--- src/logic/ucode_params.svh ---
`ifndef UCODE_PARAMS_SVH
`define UCODE_PARAMS_SVH

// Microword layout
`define UC_ADDR_W       8
`define UC_WORD_W       18
`define UC_BODY_W       12
`define UC_TYPE_W       2
`define UC_BUS_W        2

// Queue depths
`define UC_DISP_DEPTH   2
`define UC_UOP_DEPTH    4

`endif

--- src/logic/ucode_field_pkg.sv ---
`include "ucode_params.svh"

package ucode_field_pkg;

// Word type, top two bits of the microword
typedef enum logic [`UC_TYPE_W-1:0] {
        MCTYPE0 = 2'd0,         // Data unit
        MCTYPE1 = 2'd1,         // Address unit
        MCTYPE2 = 2'd2          // Control
} mctype_t;

// Bus cycle, bottom two bits
typedef enum logic [`UC_BUS_W-1:0] {
        IDLE    = 2'd0,
        RD3     = 2'd1,
        WR3     = 2'd2,
        RD4     = 2'd3          // Opcode fetch, closes a routine
} bus_cycle_t;

// Type 0 data unit codes
localparam logic [3:0] T0_SRC_A     = 4'h0;
localparam logic [3:0] T0_SRC_R1    = 4'h1;
localparam logic [3:0] T0_SRC_R     = 4'h2;
localparam logic [3:0] T0_SRC_MD0   = 4'h3;
localparam logic [3:0] T0_SRC_MD    = 4'h4;
localparam logic [3:0] T0_SRC_RP1   = 4'h5;
localparam logic [3:0] T0_DST_A     = 4'h0;
localparam logic [3:0] T0_DST_R1    = 4'h1;
localparam logic [3:0] T0_DST_R     = 4'h2;
localparam logic [3:0] T0_DST_MD0   = 4'h3;
localparam logic [3:0] T0_DST_RP1   = 4'h4;
localparam logic [3:0] T0_DST_MD    = 4'h5;
localparam logic [3:0] T0_DEU_MOV   = 4'h0;
localparam logic [3:0] T0_DEU_COMOP = 4'h1;    // Operation picked by the opcode

// Type 1 address unit codes
localparam logic [3:0] T1_SRC_AAUX  = 4'h0;
localparam logic [3:0] T1_SRC_SP    = 4'h1;
localparam logic [3:0] T1_DST_MA    = 4'h0;
localparam logic [3:0] T1_DST_PC    = 4'h1;
localparam logic [3:0] T1_AEU_MOV   = 4'h0;
localparam logic [3:0] T1_AEU_PUSH  = 4'h1;    // Predecrement SP
localparam logic [3:0] T1_AEU_POP   = 4'h2;    // Postincrement SP

// Type 2 control codes
localparam logic [`UC_BODY_W-1:0] T2_NOP      = 12'h000;
localparam logic [`UC_BODY_W-1:0] T2_STA_BYTE = 12'h001;
localparam logic [`UC_BODY_W-1:0] T2_STA_WORD = 12'h002;

// Routine entry points, eight words apart
localparam logic [`UC_ADDR_W-1:0] E_MOV_R1_A = 8'h00;
localparam logic [`UC_ADDR_W-1:0] E_MOV_A_R1 = 8'h08;
localparam logic [`UC_ADDR_W-1:0] E_LDAW     = 8'h10;
localparam logic [`UC_ADDR_W-1:0] E_STAW     = 8'h18;
localparam logic [`UC_ADDR_W-1:0] E_PUSH     = 8'h20;
localparam logic [`UC_ADDR_W-1:0] E_POP      = 8'h28;
localparam logic [`UC_ADDR_W-1:0] E_JMP      = 8'h30;
localparam logic [`UC_ADDR_W-1:0] E_ALU_A_R  = 8'h38;
localparam logic [`UC_ADDR_W-1:0] E_NOP      = 8'h40;

endpackage

--- src/logic/uop_pkg.sv ---
`include "ucode_params.svh"

package uop_pkg;

// One dispatch request is just the routine entry point
typedef logic [`UC_ADDR_W-1:0] disp_req_t;

// Decoded micro-op, one per microword
typedef struct packed {
        ucode_field_pkg::mctype_t    mctype;
        logic                        flag;   // Update PSW flags
        logic                        skip;   // Skip check point
        logic [`UC_BODY_W-1:0]       body;
        ucode_field_pkg::bus_cycle_t bus;
        logic                        last;   // Set on the RD4 step
} uop_t;

endpackage

--- src/logic/uop_fifo.sv ---
`include "ucode_params.svh"

module uop_fifo #(
        parameter type payload_t = logic,
        parameter int  DEPTH     = `UC_UOP_DEPTH
) (
        input  logic     i_CLK,
        input  logic     rst_n,
        input  logic     push,
        input  payload_t push_data,
        input  logic     pop,
        output payload_t pop_data,
        output logic     empty,
        output logic     full
);

localparam int PTR_W = (DEPTH > 1) ? $clog2(DEPTH) : 1;
localparam int CNT_W = $clog2(DEPTH + 1);

payload_t         mem [DEPTH];
logic [PTR_W-1:0] wr_ptr;
logic [PTR_W-1:0] rd_ptr;
logic [CNT_W-1:0] count;
logic             do_push;
logic             do_pop;

function automatic logic [PTR_W-1:0] next_ptr(input logic [PTR_W-1:0] ptr);
        if (ptr == PTR_W'(DEPTH - 1)) begin
                return '0;
        end
        return ptr + 1'b1;
endfunction

assign empty    = (count == '0);
assign full     = (count == CNT_W'(DEPTH));
assign do_push  = push && !full;       // Overflow dropped silently
assign do_pop   = pop && !empty;
assign pop_data = mem[rd_ptr];         // Show-ahead head

always_ff @(posedge i_CLK) begin
        if (do_push) begin
                mem[wr_ptr] <= push_data;
        end
end

always_ff @(posedge i_CLK or negedge rst_n) begin
        if (!rst_n) begin
                wr_ptr <= '0;
                rd_ptr <= '0;
                count  <= '0;
        end else begin
                if (do_push) begin
                        wr_ptr <= next_ptr(wr_ptr);
                end
                if (do_pop) begin
                        rd_ptr <= next_ptr(rd_ptr);
                end
                if (do_push && !do_pop) begin
                        count <= count + 1'b1;
                end else if (do_pop && !do_push) begin
                        count <= count - 1'b1;
                end
        end
end

endmodule

--- src/logic/ucode_rom.sv ---
`include "ucode_params.svh"

module ucode_rom (
        input  logic                  i_CLK,
        input  logic                  rst_n,
        input  logic                  rd_tick,
        input  logic [`UC_ADDR_W-1:0] rd_addr,
        output uop_pkg::uop_t         uop,
        output logic                  word_valid
);

logic [`UC_WORD_W-1:0] mc;

// Word layout is type, flag, skip, body, bus
always_ff @(posedge i_CLK) begin
        if (rd_tick) begin
                case (rd_addr)
                ucode_field_pkg::E_MOV_R1_A: mc <= {ucode_field_pkg::MCTYPE0, 1'b0, 1'b1,
                        ucode_field_pkg::T0_SRC_A, ucode_field_pkg::T0_DST_R1,
                        ucode_field_pkg::T0_DEU_MOV, ucode_field_pkg::RD4};    // R1<-A
                ucode_field_pkg::E_MOV_A_R1: mc <= {ucode_field_pkg::MCTYPE0, 1'b0, 1'b1,
                        ucode_field_pkg::T0_SRC_R1, ucode_field_pkg::T0_DST_A,
                        ucode_field_pkg::T0_DEU_MOV, ucode_field_pkg::RD4};    // A<-R1
                ucode_field_pkg::E_LDAW: mc <= {ucode_field_pkg::MCTYPE2, 1'b0, 1'b0,
                        ucode_field_pkg::T2_STA_BYTE, ucode_field_pkg::RD3};   // Fetch wa byte
                ucode_field_pkg::E_LDAW + 8'd1: mc <= {ucode_field_pkg::MCTYPE1, 1'b0, 1'b1,
                        ucode_field_pkg::T1_SRC_AAUX, ucode_field_pkg::T1_DST_MA,
                        ucode_field_pkg::T1_AEU_MOV, ucode_field_pkg::RD3};    // MA<-V.wa
                ucode_field_pkg::E_LDAW + 8'd2: mc <= {ucode_field_pkg::MCTYPE0, 1'b0, 1'b0,
                        ucode_field_pkg::T0_SRC_MD0, ucode_field_pkg::T0_DST_A,
                        ucode_field_pkg::T0_DEU_MOV, ucode_field_pkg::RD4};    // A<-MD0
                ucode_field_pkg::E_STAW: mc <= {ucode_field_pkg::MCTYPE2, 1'b0, 1'b0,
                        ucode_field_pkg::T2_STA_BYTE, ucode_field_pkg::RD3};
                ucode_field_pkg::E_STAW + 8'd1: mc <= {ucode_field_pkg::MCTYPE1, 1'b0, 1'b1,
                        ucode_field_pkg::T1_SRC_AAUX, ucode_field_pkg::T1_DST_MA,
                        ucode_field_pkg::T1_AEU_MOV, ucode_field_pkg::WR3};    // Write cycle
                ucode_field_pkg::E_STAW + 8'd2: mc <= {ucode_field_pkg::MCTYPE0, 1'b0, 1'b0,
                        ucode_field_pkg::T0_SRC_A, ucode_field_pkg::T0_DST_MD0,
                        ucode_field_pkg::T0_DEU_MOV, ucode_field_pkg::RD4};    // MD0<-A
                ucode_field_pkg::E_PUSH: mc <= {ucode_field_pkg::MCTYPE0, 1'b0, 1'b1,
                        ucode_field_pkg::T0_SRC_RP1, ucode_field_pkg::T0_DST_MD,
                        ucode_field_pkg::T0_DEU_MOV, ucode_field_pkg::IDLE};   // MD<-rp1
                ucode_field_pkg::E_PUSH + 8'd1: mc <= {ucode_field_pkg::MCTYPE1, 1'b0, 1'b0,
                        ucode_field_pkg::T1_SRC_SP, ucode_field_pkg::T1_DST_MA,
                        ucode_field_pkg::T1_AEU_PUSH, ucode_field_pkg::WR3};   // High byte
                ucode_field_pkg::E_PUSH + 8'd2: mc <= {ucode_field_pkg::MCTYPE2, 1'b0, 1'b0,
                        ucode_field_pkg::T2_NOP, ucode_field_pkg::WR3};        // Low byte
                ucode_field_pkg::E_PUSH + 8'd3: mc <= {ucode_field_pkg::MCTYPE2, 1'b0, 1'b0,
                        ucode_field_pkg::T2_NOP, ucode_field_pkg::RD4};
                ucode_field_pkg::E_POP: mc <= {ucode_field_pkg::MCTYPE1, 1'b0, 1'b1,
                        ucode_field_pkg::T1_SRC_SP, ucode_field_pkg::T1_DST_MA,
                        ucode_field_pkg::T1_AEU_POP, ucode_field_pkg::RD3};
                ucode_field_pkg::E_POP + 8'd1: mc <= {ucode_field_pkg::MCTYPE2, 1'b0, 1'b0,
                        ucode_field_pkg::T2_NOP, ucode_field_pkg::RD3};
                ucode_field_pkg::E_POP + 8'd2: mc <= {ucode_field_pkg::MCTYPE0, 1'b0, 1'b0,
                        ucode_field_pkg::T0_SRC_MD, ucode_field_pkg::T0_DST_RP1,
                        ucode_field_pkg::T0_DEU_MOV, ucode_field_pkg::RD4};    // rp1<-MD
                ucode_field_pkg::E_JMP: mc <= {ucode_field_pkg::MCTYPE2, 1'b0, 1'b0,
                        ucode_field_pkg::T2_NOP, ucode_field_pkg::RD3};
                ucode_field_pkg::E_JMP + 8'd1: mc <= {ucode_field_pkg::MCTYPE2, 1'b0, 1'b0,
                        ucode_field_pkg::T2_STA_WORD, ucode_field_pkg::RD3};   // Target word
                ucode_field_pkg::E_JMP + 8'd2: mc <= {ucode_field_pkg::MCTYPE1, 1'b0, 1'b1,
                        ucode_field_pkg::T1_SRC_AAUX, ucode_field_pkg::T1_DST_PC,
                        ucode_field_pkg::T1_AEU_MOV, ucode_field_pkg::RD4};    // PC<-AAUX
                ucode_field_pkg::E_ALU_A_R: mc <= {ucode_field_pkg::MCTYPE0, 1'b1, 1'b1,
                        ucode_field_pkg::T0_SRC_R, ucode_field_pkg::T0_DST_A,
                        ucode_field_pkg::T0_DEU_COMOP, ucode_field_pkg::RD4};  // A<-A op r
                ucode_field_pkg::E_NOP: mc <= {ucode_field_pkg::MCTYPE2, 1'b0, 1'b1,
                        ucode_field_pkg::T2_NOP, ucode_field_pkg::RD4};
                default: mc <= {ucode_field_pkg::MCTYPE2, 1'b0, 1'b1,
                        ucode_field_pkg::T2_NOP, ucode_field_pkg::RD4};        // Unknown entry
                endcase
        end
end

always_ff @(posedge i_CLK or negedge rst_n) begin
        if (!rst_n) begin
                word_valid <= 1'b0;
        end else begin
                word_valid <= rd_tick;
        end
end

assign uop.mctype = ucode_field_pkg::mctype_t'(mc[`UC_WORD_W-1 -: `UC_TYPE_W]);
assign uop.flag   = mc[`UC_WORD_W-`UC_TYPE_W-1];
assign uop.skip   = mc[`UC_WORD_W-`UC_TYPE_W-2];
assign uop.body   = mc[`UC_BUS_W +: `UC_BODY_W];
assign uop.bus    = ucode_field_pkg::bus_cycle_t'(mc[`UC_BUS_W-1:0]);
assign uop.last   = (uop.bus == ucode_field_pkg::RD4);   // Fetch of next opcode

endmodule

--- src/logic/ucode_sequencer.sv ---
`include "ucode_params.svh"

module ucode_sequencer (
        input  logic                  i_CLK,
        input  logic                  rst_n,
        input  logic                  req_valid,
        input  uop_pkg::disp_req_t    req_addr,
        output logic                  req_pop,
        input  logic                  word_valid,
        input  logic                  word_last,
        input  logic                  out_full,
        output logic                  rd_tick,
        output logic [`UC_ADDR_W-1:0] rd_addr
);

typedef enum logic [1:0] {
        S_IDLE,
        S_ISSUE,
        S_WAIT
} seq_state_t;

seq_state_t            state;
logic [`UC_ADDR_W-1:0] upc;     // Micro program counter

assign req_pop = (state == S_IDLE) && req_valid;
assign rd_tick = (state == S_ISSUE) && !out_full;   // Room for the returning word
assign rd_addr = upc;

always_ff @(posedge i_CLK or negedge rst_n) begin
        if (!rst_n) begin
                state <= S_IDLE;
                upc   <= '0;
        end else begin
                case (state)
                S_IDLE: begin
                        if (req_pop) begin
                                upc   <= req_addr;
                                state <= S_ISSUE;
                        end
                end
                S_ISSUE: begin
                        if (rd_tick) begin
                                state <= S_WAIT;
                        end
                end
                S_WAIT: begin
                        // ROM answers one clock after the tick
                        if (word_valid) begin
                                if (word_last) begin
                                        state <= S_IDLE;
                                end else begin
                                        upc   <= upc + 1'b1;
                                        state <= S_ISSUE;
                                end
                        end
                end
                default: begin
                        state <= S_IDLE;
                end
                endcase
        end
end

endmodule

--- src/logic/ucode_engine.sv ---
`include "ucode_params.svh"

module ucode_engine (
        input  logic                        i_CLK,
        input  logic                        rst_n,
        input  logic                        disp_valid,
        input  uop_pkg::disp_req_t          disp_addr,
        output logic                        disp_ready,
        output logic                        uop_valid,
        output ucode_field_pkg::mctype_t    uop_type,
        output logic                        uop_flag,
        output logic                        uop_skip,
        output logic [`UC_BODY_W-1:0]       uop_body,
        output ucode_field_pkg::bus_cycle_t uop_bus,
        output logic                        uop_last,
        input  logic                        uop_ready
);

logic                  disp_empty;
logic                  disp_full;
uop_pkg::disp_req_t    req_addr;
logic                  req_pop;
logic                  rd_tick;
logic [`UC_ADDR_W-1:0] rd_addr;
uop_pkg::uop_t         rom_uop;
logic                  word_valid;
logic                  uop_empty;
logic                  uop_full;
uop_pkg::uop_t         q_uop;

assign disp_ready = !disp_full;
assign uop_valid  = !uop_empty;

uop_fifo #(
        .payload_t (uop_pkg::disp_req_t),
        .DEPTH     (`UC_DISP_DEPTH)
) disp_q (
        .i_CLK     (i_CLK),
        .rst_n     (rst_n),
        .push      (disp_valid),
        .push_data (disp_addr),
        .pop       (req_pop),
        .pop_data  (req_addr),
        .empty     (disp_empty),
        .full      (disp_full)
);

ucode_sequencer u_seq (
        .i_CLK      (i_CLK),
        .rst_n      (rst_n),
        .req_valid  (!disp_empty),
        .req_addr   (req_addr),
        .req_pop    (req_pop),
        .word_valid (word_valid),
        .word_last  (rom_uop.last),
        .out_full   (uop_full),
        .rd_tick    (rd_tick),
        .rd_addr    (rd_addr)
);

ucode_rom u_rom (
        .i_CLK      (i_CLK),
        .rst_n      (rst_n),
        .rd_tick    (rd_tick),
        .rd_addr    (rd_addr),
        .uop        (rom_uop),
        .word_valid (word_valid)
);

uop_fifo #(
        .payload_t (uop_pkg::uop_t),
        .DEPTH     (`UC_UOP_DEPTH)
) uop_q (
        .i_CLK     (i_CLK),
        .rst_n     (rst_n),
        .push      (word_valid),
        .push_data (rom_uop),
        .pop       (uop_ready),
        .pop_data  (q_uop),
        .empty     (uop_empty),
        .full      (uop_full)
);

// Head of the micro-op queue onto the loose ports
assign uop_type = q_uop.mctype;
assign uop_flag = q_uop.flag;
assign uop_skip = q_uop.skip;
assign uop_body = q_uop.body;
assign uop_bus  = q_uop.bus;
assign uop_last = q_uop.last;

endmodule

--- config.mk ---
export PLATFORM = sky130hd
export DESIGN_NAME = ucode_engine
export DESIGN_NICKNAME = d
export VERILOG_FILES = /design/src/logic/ucode_field_pkg.sv /design/src/logic/uop_pkg.sv /design/src/logic/uop_fifo.sv /design/src/logic/ucode_rom.sv /design/src/logic/ucode_sequencer.sv /design/src/logic/ucode_engine.sv
export VERILOG_INCLUDE_DIRS = /design/src /design/src/logic
export SDC_FILE = /design/constraint.sdc
export NUM_CORES = 1
export LEC_CHECK = 0
export BUFFER_PORTS_ARGS = -buffer_cell sky130_fd_sc_hd__clkbuf_2
export CAP_MARGIN = 25
export CORE_MARGIN = 2
export CORE_UTILIZATION = 48
export CTS_BUF_LIST = sky130_fd_sc_hd__clkbuf_16
export DETAILED_ROUTE_END_ITERATION = 8
export PLACE_DENSITY = 0.77
export SLEW_MARGIN = 25
export SYNTH_ARGS = -nofsm -noshare
export SYNTH_HDL_FRONTEND = slang
export SYNTH_SLANG_ARGS = --single-unit
--- constraint.sdc ---
create_clock -name i_CLK -period 2.3 [get_ports i_CLK]
set_input_delay 0.115 -clock i_CLK [delete_from_list [all_inputs] [get_ports i_CLK]]
set_output_delay 0.115 -clock i_CLK [all_outputs]
set_load 0.02 [all_outputs]
==> results of run 1 <==
## power by group through the flow
stage	sequential, mW	combinational [mW]	clock [mW]
after global placement	3.16	2.65	0
after CTS	3.16	2.75	1.51
after global routing	3.22	3.00	1.59
after detailed placement	3.20	2.71	0
after floorplan	2.94	2.29	0
final	3.16	2.72	1.48
## area by class of cell
| type | count | area, sq um |
|---|---|---|
| Clock inverter | 7 | 68.8 |
| Multi-Input combinational cell | 192 | 1540 |
| Inverter | 9 | 33.8 |
| Fill cell | 818 | 4290 |
| Clock buffer | 9 | 225 |
| Timing Repair Buffer | 47 | 305 |
| Sequential cell | 107 | 3100 |
| Tap cell | 133 | 166 |
## critical path, stage by stage (launching register included)
cell	delay [ns]
dfrtp_1	0.43
or3_1	0.40
nand2_1	0.14
ha_1	0.20
inv_1	0.06
fa_1	0.38
xor2_1	0.15
nor2_1	0.12
xor2_1	0.16
## state kept, by name (all words and copies together) (netlist names)
register / flops
disp_q.count: 2
disp_q.mem: 16
disp_q.rd_ptr: 1
disp_q.wr_ptr: 1
u_rom.mc: 13
u_rom.word_valid: 1
u_seq.rd_addr: 8
u_seq.state: 2
uop_q.count: 3
uop_q.mem: 56
uop_q.rd_ptr: 2
uop_q.wr_ptr: 2
## cells in the final DEF, fill, tap and decap left out, types with 4 or more instances in the layout
| cell type | n |
|---|---|
| inv_1 | 9 |
| conb_1 | 4 |
| dlygate4sd3_1 | 9 |
| nand2_1 | 14 |
| mux2_2 | 10 |
| dfrtp_1 | 22 |
| xor2_1 | 4 |
| ha_1 | 11 |
| nand3_1 | 7 |
| and3_1 | 6 |
| or3_1 | 4 |
| mux2i_1 | 6 |
| xnor2_1 | 4 |
| clkbuf_2 | 28 |
| buf_4 | 10 |
| clkbuf_16 | 9 |
| nor2_1 | 19 |
| a2bb2oi_1 | 6 |
| a31oi_1 | 8 |
| a21oi_1 | 10 |
| o22ai_1 | 5 |
| mux4_2 | 14 |
| nor3_1 | 7 |
| edfxtp_1 | 85 |
| o21ai_0 | 12 |
| nand2b_1 | 6 |
## routing by layer
metal / global-route usage, % / vias to the layer above / share of wire, %
li1: - / 1324 / -
met1: 19.1 / 1359 / 41
met2: 27.3 / 71 / 53
met3: 3.51 / 14 / 4.3
met4: 6.37 / 0 / 1.6
met5: 0 / - / 0
## cell usage after synthesis, types with 2 or more instances
cell type and count:
nor3_1 7, mux2i_1 6, edfxtp_1 85, a21o_1 2
nor2b_1 3, nand4_1 2, mux4_2 14, nand2_1 14
a21oi_1 10, xor2_1 4, ha_1 11, mux2_2 10
o211ai_1 3, inv_1 9, dfrtp_1 22, xnor2_1 4
a2bb2oi_1 6, nand2b_1 6, nand3_1 7, o21ai_0 12
a31oi_1 8, buf_2 7, or3_1 4, o22ai_1 5
o21bai_1 2, buf_4 5, o22a_1 2, clkbuf_1 10
nor2_1 19, and3_1 6, and2_1 3
## cell families (layout without fill, tap and decap cells)
logic type / count (synthesis) / count (layout) / synth area share [%]
AO/OA/AOI/OAI: 58 / 58 / 7.99
XOR/XNOR: 8 / 8 / 1.46
adder cells (fa/ha/maj): 12 / 12 / 3.29
buffers and inverters: 34 / 72 / 3.42
flip-flops: 107 / 107 / 64.7
multiplexers: 30 / 30 / 10.2
other: 1 / 4 / 0.0782
AND/OR/NAND/NOR: 80 / 80 / 8.85
## path summary, 6_finish.rpt
check / startpoint / end / slack, ns / depth (start not counted)
setup / recovery: uop_q.count[0]$_DFFE_PN0P_ / uop_q.count[2]$_DFFE_PN0P_ / 0.18 / 8
hold / removal: disp_valid / disp_q.wr_ptr$_DFFE_PN0P_ / 0.08 / 3
setup reg to reg: uop_q.count[0]$_DFFE_PN0P_ / uop_q.count[2]$_DFFE_PN0P_ / 0.18 / 8
hold reg to reg: u_rom.mc[17]$_DFFE_PP_ / uop_q.mem[0][18]$_DFFE_PP_ / 0.50 / 0
max in group asynchronous: rst_n / u_seq.rd_addr[0]$_DFFE_PN0P_ / 1.63 / 2
min in group asynchronous: rst_n / disp_q.wr_ptr$_DFFE_PN0P_ / 0.29 / 2
## through the flow
stage / power, mW / util (%) / hold slack, ns / setup slack, ns
after floorplan: 5.23 / - / -0.181 / 0.175
after global placement: 5.81 / 52.0 / 0.128 / 0.262
after detailed placement: 5.91 / 52.0 / 0.134 / 0.194
after CTS: 7.41 / 55.9 / 0.0648 / 0.161
after global routing: 7.81 / 55.9 / 0.104 / 0.0157
final: 7.36 / 55.9 / 0.0771 / 0.179
==> flow_metrics.py, run 1 <==
metrics = {
    "grt": {
        "grt_pass1_wl_um": 13300,
        "grt_pass1_vias": 2736,
        "grt_remaining_overflow": 0,
        "grt_use_total_pct": 15.8,
        "grt_max_degree": 23,
        "antenna_found_initial": 0,
    },
    "sta": {
        "clock_skew_ns": 0.00624,
        "finalCriticalPeriod_ns": 2.12,
        "drv_slew": 0,
        "tns_ns": 0,
        "setup_violations": 0,
        "tightest_slew_ns": 0.685,
        "rsz0062_at_grt": "no",
        "fin_crit_sh_pct": 92.2,
        "maxSlewHeadroom_pct": 54.3,
        "fmax_ghz": 0.471,
        "timing.final.hold_violations": 0,
    },
    "job": {
        "cap_violations": 0,
    },
    "pwr": {
        "swShare_pct": 36.8,
        "power_density_nw_per_um2": 1350,
        "p_comb_share_pct": 37.0,
        "sequentialPowerShare_pct": 42.9,
        "ir_drop_v": 0.000709,
        "intPower_mw": 4.65,
        "pwr-share-clk_pct": 20.1,
        "p_leak_nw": 1.95,
        "p_sw_mw": 2.71,
    },
    "yosys": {
        "yosys_warnings": 0,
        "synthCells": 330,
        "synthTopCellsByArea": "edfxtp_1, dfrtp_1, mux4_2, ha_1, mux2_2",
        "ys_types": 53,
        "synth_area_sq_um": 4790,
        "avgSynthCellArea_sq_um": 14.5,
        "ys_ff_latch": 107,
        "synth_top_cell_area_share_pct": 53.2,
        "async_flop_share_pct": 20.6,
        "synth_ff_type": "edfxtp_1",
        "synth-edff-count": 85,
        "yosysSeqAreaShare_pct": 64.7,
        "synth_largest_area_cell": "edfxtp_1",
    },
    "drt": {
        "drc": 0,
        "first_pass_iters": 4,
        "wire_per_inst_um": 16.0,
        "vias_per_cell": 5.49,
        "dr_total_vias": 2768,
        "totalWireLength_um": 8070,
        "postRouteAntennaNets": 0,
        "drt_iter0_drc": 212,
    },
    "clock_network": {
        "cts_sinks": 107,
        "postCtsSetupBuffers": 0,
        "clockBufferDepth": 2,
        "cts_buffers": 9,
        "h-tree-depth": 3,
        "path_clk_slew_ns": 0.07,
        "cts-resized-gates": 0,
        "insertion_delay_ns": 0.34,
        "ctsHoldBuffers": 9,
        "root_buffer": "clkbuf_16",
        "cts_tree": "yes",
    },
    "floorplan": {
        "initial_core_util_pct": 49.3,
        "die_y_um": 104,
        "std_cell_rows": 36,
        "io_pins": 33,
        "core_area_sq_um": 9730,
        "die_w_um": 104,
        "dieArea_sq_um": 10800,
    },
    "setup_path": {
        "start_kind": "register",
        "path_max_fanout": 4,
        "crit_required_ns": 2.56,
        "critPathKind": "reg -> reg",
        "cp.arrival_ns": 2.39,
        "end_kind": "register",
    },
    "placed_design": {
        "dp.final_hpwl_um": 5320,
        "placed_area_sq_um": 5060,
        "portBuffers": 28,
        "place_congestion": 0.826,
        "dp_cells": 479,
    },
    "hold_path": {
        "hp-class": "in -> reg",
    },
    "layout": {
        "drive_above_1_share_pct": 22.1,
        "finish.net_count": 390,
        "fin_cells": 504,
        "area_delta_synth_final_pct": 13.5,
        "fin_area_sq_um": 5440,
        "antennaDiodeCount": 0,
    },
    "run_status": {
        "outcome": "finished clean",
    },
}
No activity file was read; power rests on OpenSTA's default activity.
==> run 2, diff against run 1 <==
==> constraint.sdc (replaced) <==
create_clock -name i_CLK -period 2.3 [get_ports i_CLK]
set_input_delay 0.46 -clock i_CLK [delete_from_list [all_inputs] [get_ports i_CLK]]
set_output_delay 0.46 -clock i_CLK [all_outputs]
set_load 0.02 [all_outputs]
==> run 2 against run 1 <==
Net effect:
- final area down 1.6%
- largest power group unchanged
- clock power about the same
- global-route usage down 0.14 points
- critical path depth down 6
- sequential cell count unchanged
- critical endpoint is now uop_skip
- critical path type is now reg -> out
- via count down 1.4%
- die area unchanged
==> flow_metrics.py, run 2 (same netlist as run 1, synthesis figures left out) <==
metrics = {
    "drt": {
        "vias_per_cell": 5.51,
        "postRouteAntennaNets": 0,
        "first_pass_iters": 4,
        "drt_iter0_drc": 187,
        "drc": 0,
        "dr_total_vias": 2729,
        "wire_per_inst_um": 16.2,
        "totalWireLength_um": 8040,
    },
    "clock_network": {
        "path_clk_slew_ns": 0.07,
        "cts-resized-gates": 0,
        "h-tree-depth": 3,
        "cts_sinks": 107,
        "root_buffer": "clkbuf_16",
        "ctsHoldBuffers": 0,
        "postCtsSetupBuffers": 0,
        "insertion_delay_ns": 0.34,
        "clockBufferDepth": 2,
        "cts_buffers": 9,
        "cts_tree": "yes",
    },
    "setup_path": {
        "cp_cell_sequence": "mux4_2 > clkbuf_2",
        "end_kind": "output pin",
        "reg2reg_depth": 8,
        "r2r-end": "uop_q.count[2]$_DFFE_PN0P_",
        "cp.arrival_ns": 1.75,
        "critPathKind": "reg -> out",
        "reg2reg_slack_ns": 0.18,
        "crit_required_ns": 1.84,
        "path_max_fanout": 16,
        "slowest_stage": "dfrtp_1",
        "slowest_delay_ns": 0.81,
        "start_kind": "register",
        "reg2reg_from": "uop_q.count[0]$_DFFE_PN0P_",
    },
    "floorplan": {
        "core_area_sq_um": 9730,
        "die_y_um": 104,
        "io_pins": 33,
        "die_w_um": 104,
        "initial_core_util_pct": 49.3,
        "dieArea_sq_um": 10800,
        "std_cell_rows": 36,
    },
    "pwr": {
        "ir_drop_v": 0.000647,
        "p_leak_nw": 1.91,
        "power_density_nw_per_um2": 1380,
    },
    "hold_path": {
        "hp-class": "in -> async",
    },
    "sta": {
        "finalCriticalPeriod_ns": 2.21,
        "rsz0062_at_grt": "no",
        "timing.final.hold_violations": 0,
        "fmax_ghz": 0.453,
        "tns_ns": 0,
        "drv_slew": 0,
        "fin_crit_sh_pct": 96.1,
        "setup_violations": 0,
        "tightest_slew_ns": 0.713,
        "maxSlewHeadroom_pct": 52.5,
        "clock_skew_ns": 0.00891,
    },
    "grt": {
        "grt_remaining_overflow": 0,
        "grt_pass1_vias": 2729,
        "antenna_found_initial": 0,
        "grt_pass1_wl_um": 13400,
        "grt_max_degree": 23,
        "grt_use_total_pct": 15.6,
    },
    "layout": {
        "layout_commonest_cell": "edfxtp_1",
        "seq_area_sq_um": 3100,
        "fillCellCount": 816,
        "postLayoutCoreUtil_pct": 55.0,
        "regMostFlops": "uop_q.mem",
        "drive_above_1_share_pct": 22.7,
        "mostFrequentLayoutCells": "edfxtp_1, clkbuf_2, dfrtp_1",
        "largest_reg_flops": 56,
        "multi_input_area_sq_um": 1540,
        "antennaDiodeCount": 0,
        "largestRegisters": "uop_q.mem: 56 flops, disp_q.mem: 16 flops, u_rom.mc: 13 flops",
        "area_delta_synth_final_pct": 11.6,
        "finish.net_count": 381,
    },
    "job": {
        "cap_violations": 0,
    },
    "placed_design": {
        "dp.final_hpwl_um": 5420,
        "place_congestion": 0.857,
        "portBuffers": 28,
    },
    "run_status": {
        "outcome": "finished clean",
    },
}
-- run 2: cell types whose count changed in the layout (fill, tap and decap cells not counted) --
cell and delta:
clkinv_1 -1, buf_4 -1, inv_1 +1, inv_8 -1
clkinv_8 -1, dlygate4sd3_1 -9, buf_12 +1, inv_6 +3
clkinvlp_4 +1, clkinv_4 -2
-- run 2: worst max path at each step --
| stage | startpoint | end | slack [ns] | cells after the start |
|---|---|---|---|---|
| final | uop_q.rd_ptr[1]$_DFFE_PN0P_ | uop_skip | 0.09 | 2 |
| after detailed placement | uop_q.count[0]$_DFFE_PN0P_ | uop_q.count[2]$_DFFE_PN0P_ | 0.20 | 8 |
| after global routing | uop_q.rd_ptr[1]$_DFFE_PN0P_ | uop_type[1] | 0.02 | 2 |
| after global placement | uop_q.count[0]$_DFFE_PN0P_ | uop_q.count[2]$_DFFE_PN0P_ | 0.26 | 8 |
| after CTS | uop_q.rd_ptr[1]$_DFFE_PN0P_ | uop_bus[0] | 0.06 | 2 |
| after floorplan | uop_q.count[0]$_DFFE_PN0P_ | uop_q.count[2]$_DFFE_PN0P_ | 0.18 | 8 |
-- run 2: final cells by class --
type                       count  share of cell area, %
timing repair buffer          38                   4.26
tap                          133                   3.11
sequential                   107                   58.0
clock inverter                 7                   1.08
clock buffer                   9                   4.21
multi-input combinational    192                   28.7
inverter                       9                  0.631
-- run 2: through the flow --
stage	total power [mW]	instances	hold slack (ns)	worst slack [ns]	cell area, sq um
floorplan	5.23	333	0.164	0.175	4800
global placement	5.83	479	0.467	0.262	5070
detailed placement	5.96	479	0.482	0.197	5070
CTS	7.43	495	0.116	0.0598	5350
global route	7.83	495	0.126	0.0228	5350
finish	7.37	495	0.103	0.0904	5350
-- run 2: critical path, delay by kind of cell (launching register included) --
family	cells	cell delay [ns]
buf+inv	1	0.17
flops	1	0.81
mux	1	0.42
-- run 2: power breakdown --
group	internal [mW]	leakage [nW]	switching, mW
registers	2.68	1.01	0.477
logic	1.22	0.756	1.53
clock network	0.754	0.141	0.711
total	4.65	1.91	2.72
-- run 2: routing by layer --
metal	global-route usage (%)	share of wire, %
met1	19.7	44
met2	26.9	51
met3	4.26	4.0
met4	4.05	0.85
met5	0	0
==> run 3, diff against run 2 <==
--- a/config.mk
+++ b/config.mk
@@ -12,8 +12,9 @@
 export CORE_UTILIZATION = 48
 export CTS_BUF_LIST = sky130_fd_sc_hd__clkbuf_16
 export DETAILED_ROUTE_END_ITERATION = 8
-export PLACE_DENSITY = 0.77
+export PLACE_DENSITY = 0.76
 export SLEW_MARGIN = 25
 export SYNTH_ARGS = -nofsm -noshare
 export SYNTH_HDL_FRONTEND = slang
+export SYNTH_HIERARCHICAL = 1
 export SYNTH_SLANG_ARGS = --single-unit
==> run 3 against run 2 <==
Net effect:
- non-clock buffer count is 11 higher
- combinational power is 17% higher
- core utilization is 2.5 points higher
- highest routed layer unchanged
- via count is 14% higher
- largest cell class unchanged
- fmax is 0.12% higher
- die area is 17% higher
- clock power is 74% higher
- first-iteration DRC count is 88% higher
- cell count is 12% higher
- register-to-register slack better by 0.09 ns
- sequential cell count is 20 higher
- critical path type unchanged
- synthesized cell count is 7.3% higher
==> flow_metrics.py, run 3 <==
metrics = {
    "run_status": {
        "outcome": "finished clean",
    },
    "layout": {
        "mostFrequentLayoutCells": "edfxtp_1, clkbuf_2, dfrtp_1",
        "drive_above_1_share_pct": 29.3,
        "antennaDiodeCount": 0,
        "area_delta_synth_final_pct": 16.3,
        "largest_reg_flops": 76,
        "finish.net_count": 422,
        "fin_cells": 556,
        "regMostFlops": "uop_q/mem",
        "largestRegisters": "uop_q/mem: 76 flops, disp_q/mem: 16 flops, u_rom/mc: 13 flops",
        "multi_input_area_sq_um": 1780,
        "fin_area_sq_um": 6590,
        "fillCellCount": 878,
        "layout_commonest_cell": "edfxtp_1",
        "seq_area_sq_um": 3700,
        "postLayoutCoreUtil_pct": 57.5,
    },
    "sta": {
        "finalCriticalPeriod_ns": 2.21,
        "rsz0062_at_grt": "no",
        "fmax_ghz": 0.453,
        "holdWs_ns": 0.0360,
        "tns_ns": 0,
        "drv_slew": 0,
        "tightest_slew_ns": 0.626,
        "timing.final.hold_violations": 0,
        "setup_violations": 0,
        "fin_crit_sh_pct": 96.0,
        "maxSlewHeadroom_pct": 58.1,
        "clock_skew_ns": 0.00738,
    },
    "setup_path": {
        "slowest_stage": "mux4_2",
        "reg2reg_from": "uop_q/count[0]$_DFFE_PN0P_",
        "cp.arrival_ns": 1.75,
        "critPathKind": "reg -> out",
        "reg2reg_slack_ns": 0.27,
        "r2r-end": "uop_q/count[1]$_DFFE_PN0P_",
        "crit_required_ns": 1.84,
        "start_kind": "register",
        "end_kind": "output pin",
        "slowest_delay_ns": 0.52,
        "path_max_fanout": 10,
        "cp_cell_sequence": "buf_12 > mux4_2 > clkbuf_2",
        "reg2reg_depth": 6,
    },
    "yosys": {
        "synth_top_cell_area_share_pct": 55.6,
        "yosys_warnings": 6,
        "ys_types": 66,
        "synth_common_cells": "edfxtp_1, dfrtp_1, mux4_2",
        "synth_largest_area_cell": "edfxtp_1",
        "synthSimpleGateAreaFrac_pct": 10.8,
        "synthTopCellsByArea": "edfxtp_1, dfrtp_1, mux4_2, ha_1, mux2_1",
        "muxShareOfSynthArea_pct": 10.9,
        "synth-edff-count": 105,
        "synth_ff_type": "edfxtp_1",
        "synthAdderAreaFrac_pct": 2.12,
        "avgSynthCellArea_sq_um": 16.0,
        "yosysMostFrequentCell": "edfxtp_1",
        "synth_xor_area_share_pct": 1.39,
        "yosysSeqAreaShare_pct": 65.4,
        "synthCells": 354,
        "async_flop_share_pct": 17.3,
        "synth_top_family_by_area": "multiplexers",
        "synth_area_sq_um": 5670,
        "ys_ff_latch": 127,
        "synth_compound_area_share_pct": 5.78,
    },
    "drt": {
        "totalWireLength_um": 9710,
        "first_pass_iters": 5,
        "drc": 0,
        "vias_per_cell": 5.61,
        "wire_per_inst_um": 17.5,
        "postRouteAntennaNets": 0,
        "dr_total_vias": 3121,
        "drt_iter0_drc": 351,
    },
    "job": {
        "cap_violations": 0,
    },
    "placed_design": {
        "portBuffers": 32,
        "place_congestion": 0.882,
        "dp.final_hpwl_um": 6200,
        "placed_area_sq_um": 6020,
        "dp_cells": 525,
    },
    "pwr": {
        "ir_drop_v": 0.000827,
        "power_density_nw_per_um2": 1450,
        "p_leak_nw": 2.37,
    },
    "grt": {
        "grt_use_total_pct": 16.6,
        "grt_remaining_overflow": 0,
        "grt_max_degree": 23,
        "antenna_found_initial": 0,
        "grt_pass1_wl_um": 16100,
        "grt_pass1_vias": 3214,
    },
    "clock_network": {
        "cts_tree": "yes",
        "ctsHoldBuffers": 0,
        "insertion_delay_ns": 0.41,
        "clockBufferDepth": 2,
        "h-tree-depth": 4,
        "cts_sinks": 127,
        "path_clk_slew_ns": 0.06,
        "root_buffer": "clkbuf_16",
        "cts_buffers": 17,
    },
    "floorplan": {
        "die_w_um": 113,
        "core_area_sq_um": 11500,
        "std_cell_rows": 39,
        "die_y_um": 113,
        "dieArea_sq_um": 12700,
        "initial_core_util_pct": 49.4,
        "io_pins": 33,
    },
    "hold_path": {
        "hp-class": "in -> async",
    },
}
run 3: changes by cell type after synthesis, sizes merged, moves of 6 or more:
cell    previous run  this run
nor4bb             0         6
a31oi              8         0
a22oi              1         8
nor2              20        14
edfxtp            85       105
clkbuf            11         3
buf               14        21
run 3: worst max-delay path by stage:
stage                             endpoint                        start  slack [ns]
6_report                       uop_type[0]  uop_q/rd_ptr[0]$_DFFE_PN0P_        0.09
5_1_grt                        uop_type[0]  uop_q/rd_ptr[0]$_DFFE_PN0P_        0.01
4_1_cts                        uop_type[0]  uop_q/rd_ptr[0]$_DFFE_PN0P_        0.06
3_5_place_dp    uop_q/count[1]$_DFFE_PN0P_   uop_q/count[0]$_DFFE_PN0P_        0.29
3_3_place_gp   disp_q/count[1]$_DFFE_PN0P_   u_seq/state[0]$_DFFE_PN0P_        0.40
2_1_floorplan        u_rom/mc[0]$_DFFE_PP_   uop_q/count[2]$_DFFE_PN0P_        0.21
run 3: kinds of logic (layout without fill, tap and decap cells):
family,count (synthesis),in the layout
AO/OA/AOI/OAI,46,46
flip-flops,127,127
XOR/XNOR,9,9
other,1,4
AND/OR/NAND/NOR,91,91
multiplexers,35,35
adder cells (fa/ha/maj),9,9
buffers and inverters,36,92
run 3: power breakdown:
part           internal, mW  switching (mW)  leakage [nW]  total [mW]
registers              3.19           0.583          1.21        3.78
logic                  1.49            1.73         0.890        3.22
clock network          1.58           0.953         0.274        2.54
run 3: layout make-up:
class | instances | share of cell area [%]
Sequential cell | 127 | 56.2
Multi-Input combinational cell | 194 | 27.0
Clock buffer | 17 | 6.46
Timing Repair Buffer | 49 | 4.75
Tap cell | 143 | 2.72
Clock inverter | 14 | 2.15
Inverter | 12 | 0.759
run 3: per-layer routing:
metal	vias up	global-route usage, %	wire length (um)
met4	0	5.53	108
met3	12	4.97	427
met1	1547	20.5	4060
met2	89	27.9	5110
met5	-	0	0
li1	1473	-	-
run 3: timing repair:
| item | 4_1_cts | 5_1_grt |
|---|---|---|
| resized for setup | 1 | 0 |
| hold endpoints to repair | 0 | 0 |
| setup buffers | 0 | 0 |
| endpoints found under the setup margin | 7 | 0 |
run 3: per-stage QoR:
stage	worst slack (ns)	power, mW
after floorplan	0.206	6.14
after CTS	0.0602	9.62
final	0.0930	9.53
after detailed placement	0.290	7.03
after global placement	0.402	6.93
after global routing	0.0143	10.1
run 3: critical path: cells and delay by family (launching register included):
family / cells / cell delay (ns)
DFF: 1 / 0.46
buffers and inverters: 2 / 0.35
muxes: 1 / 0.52
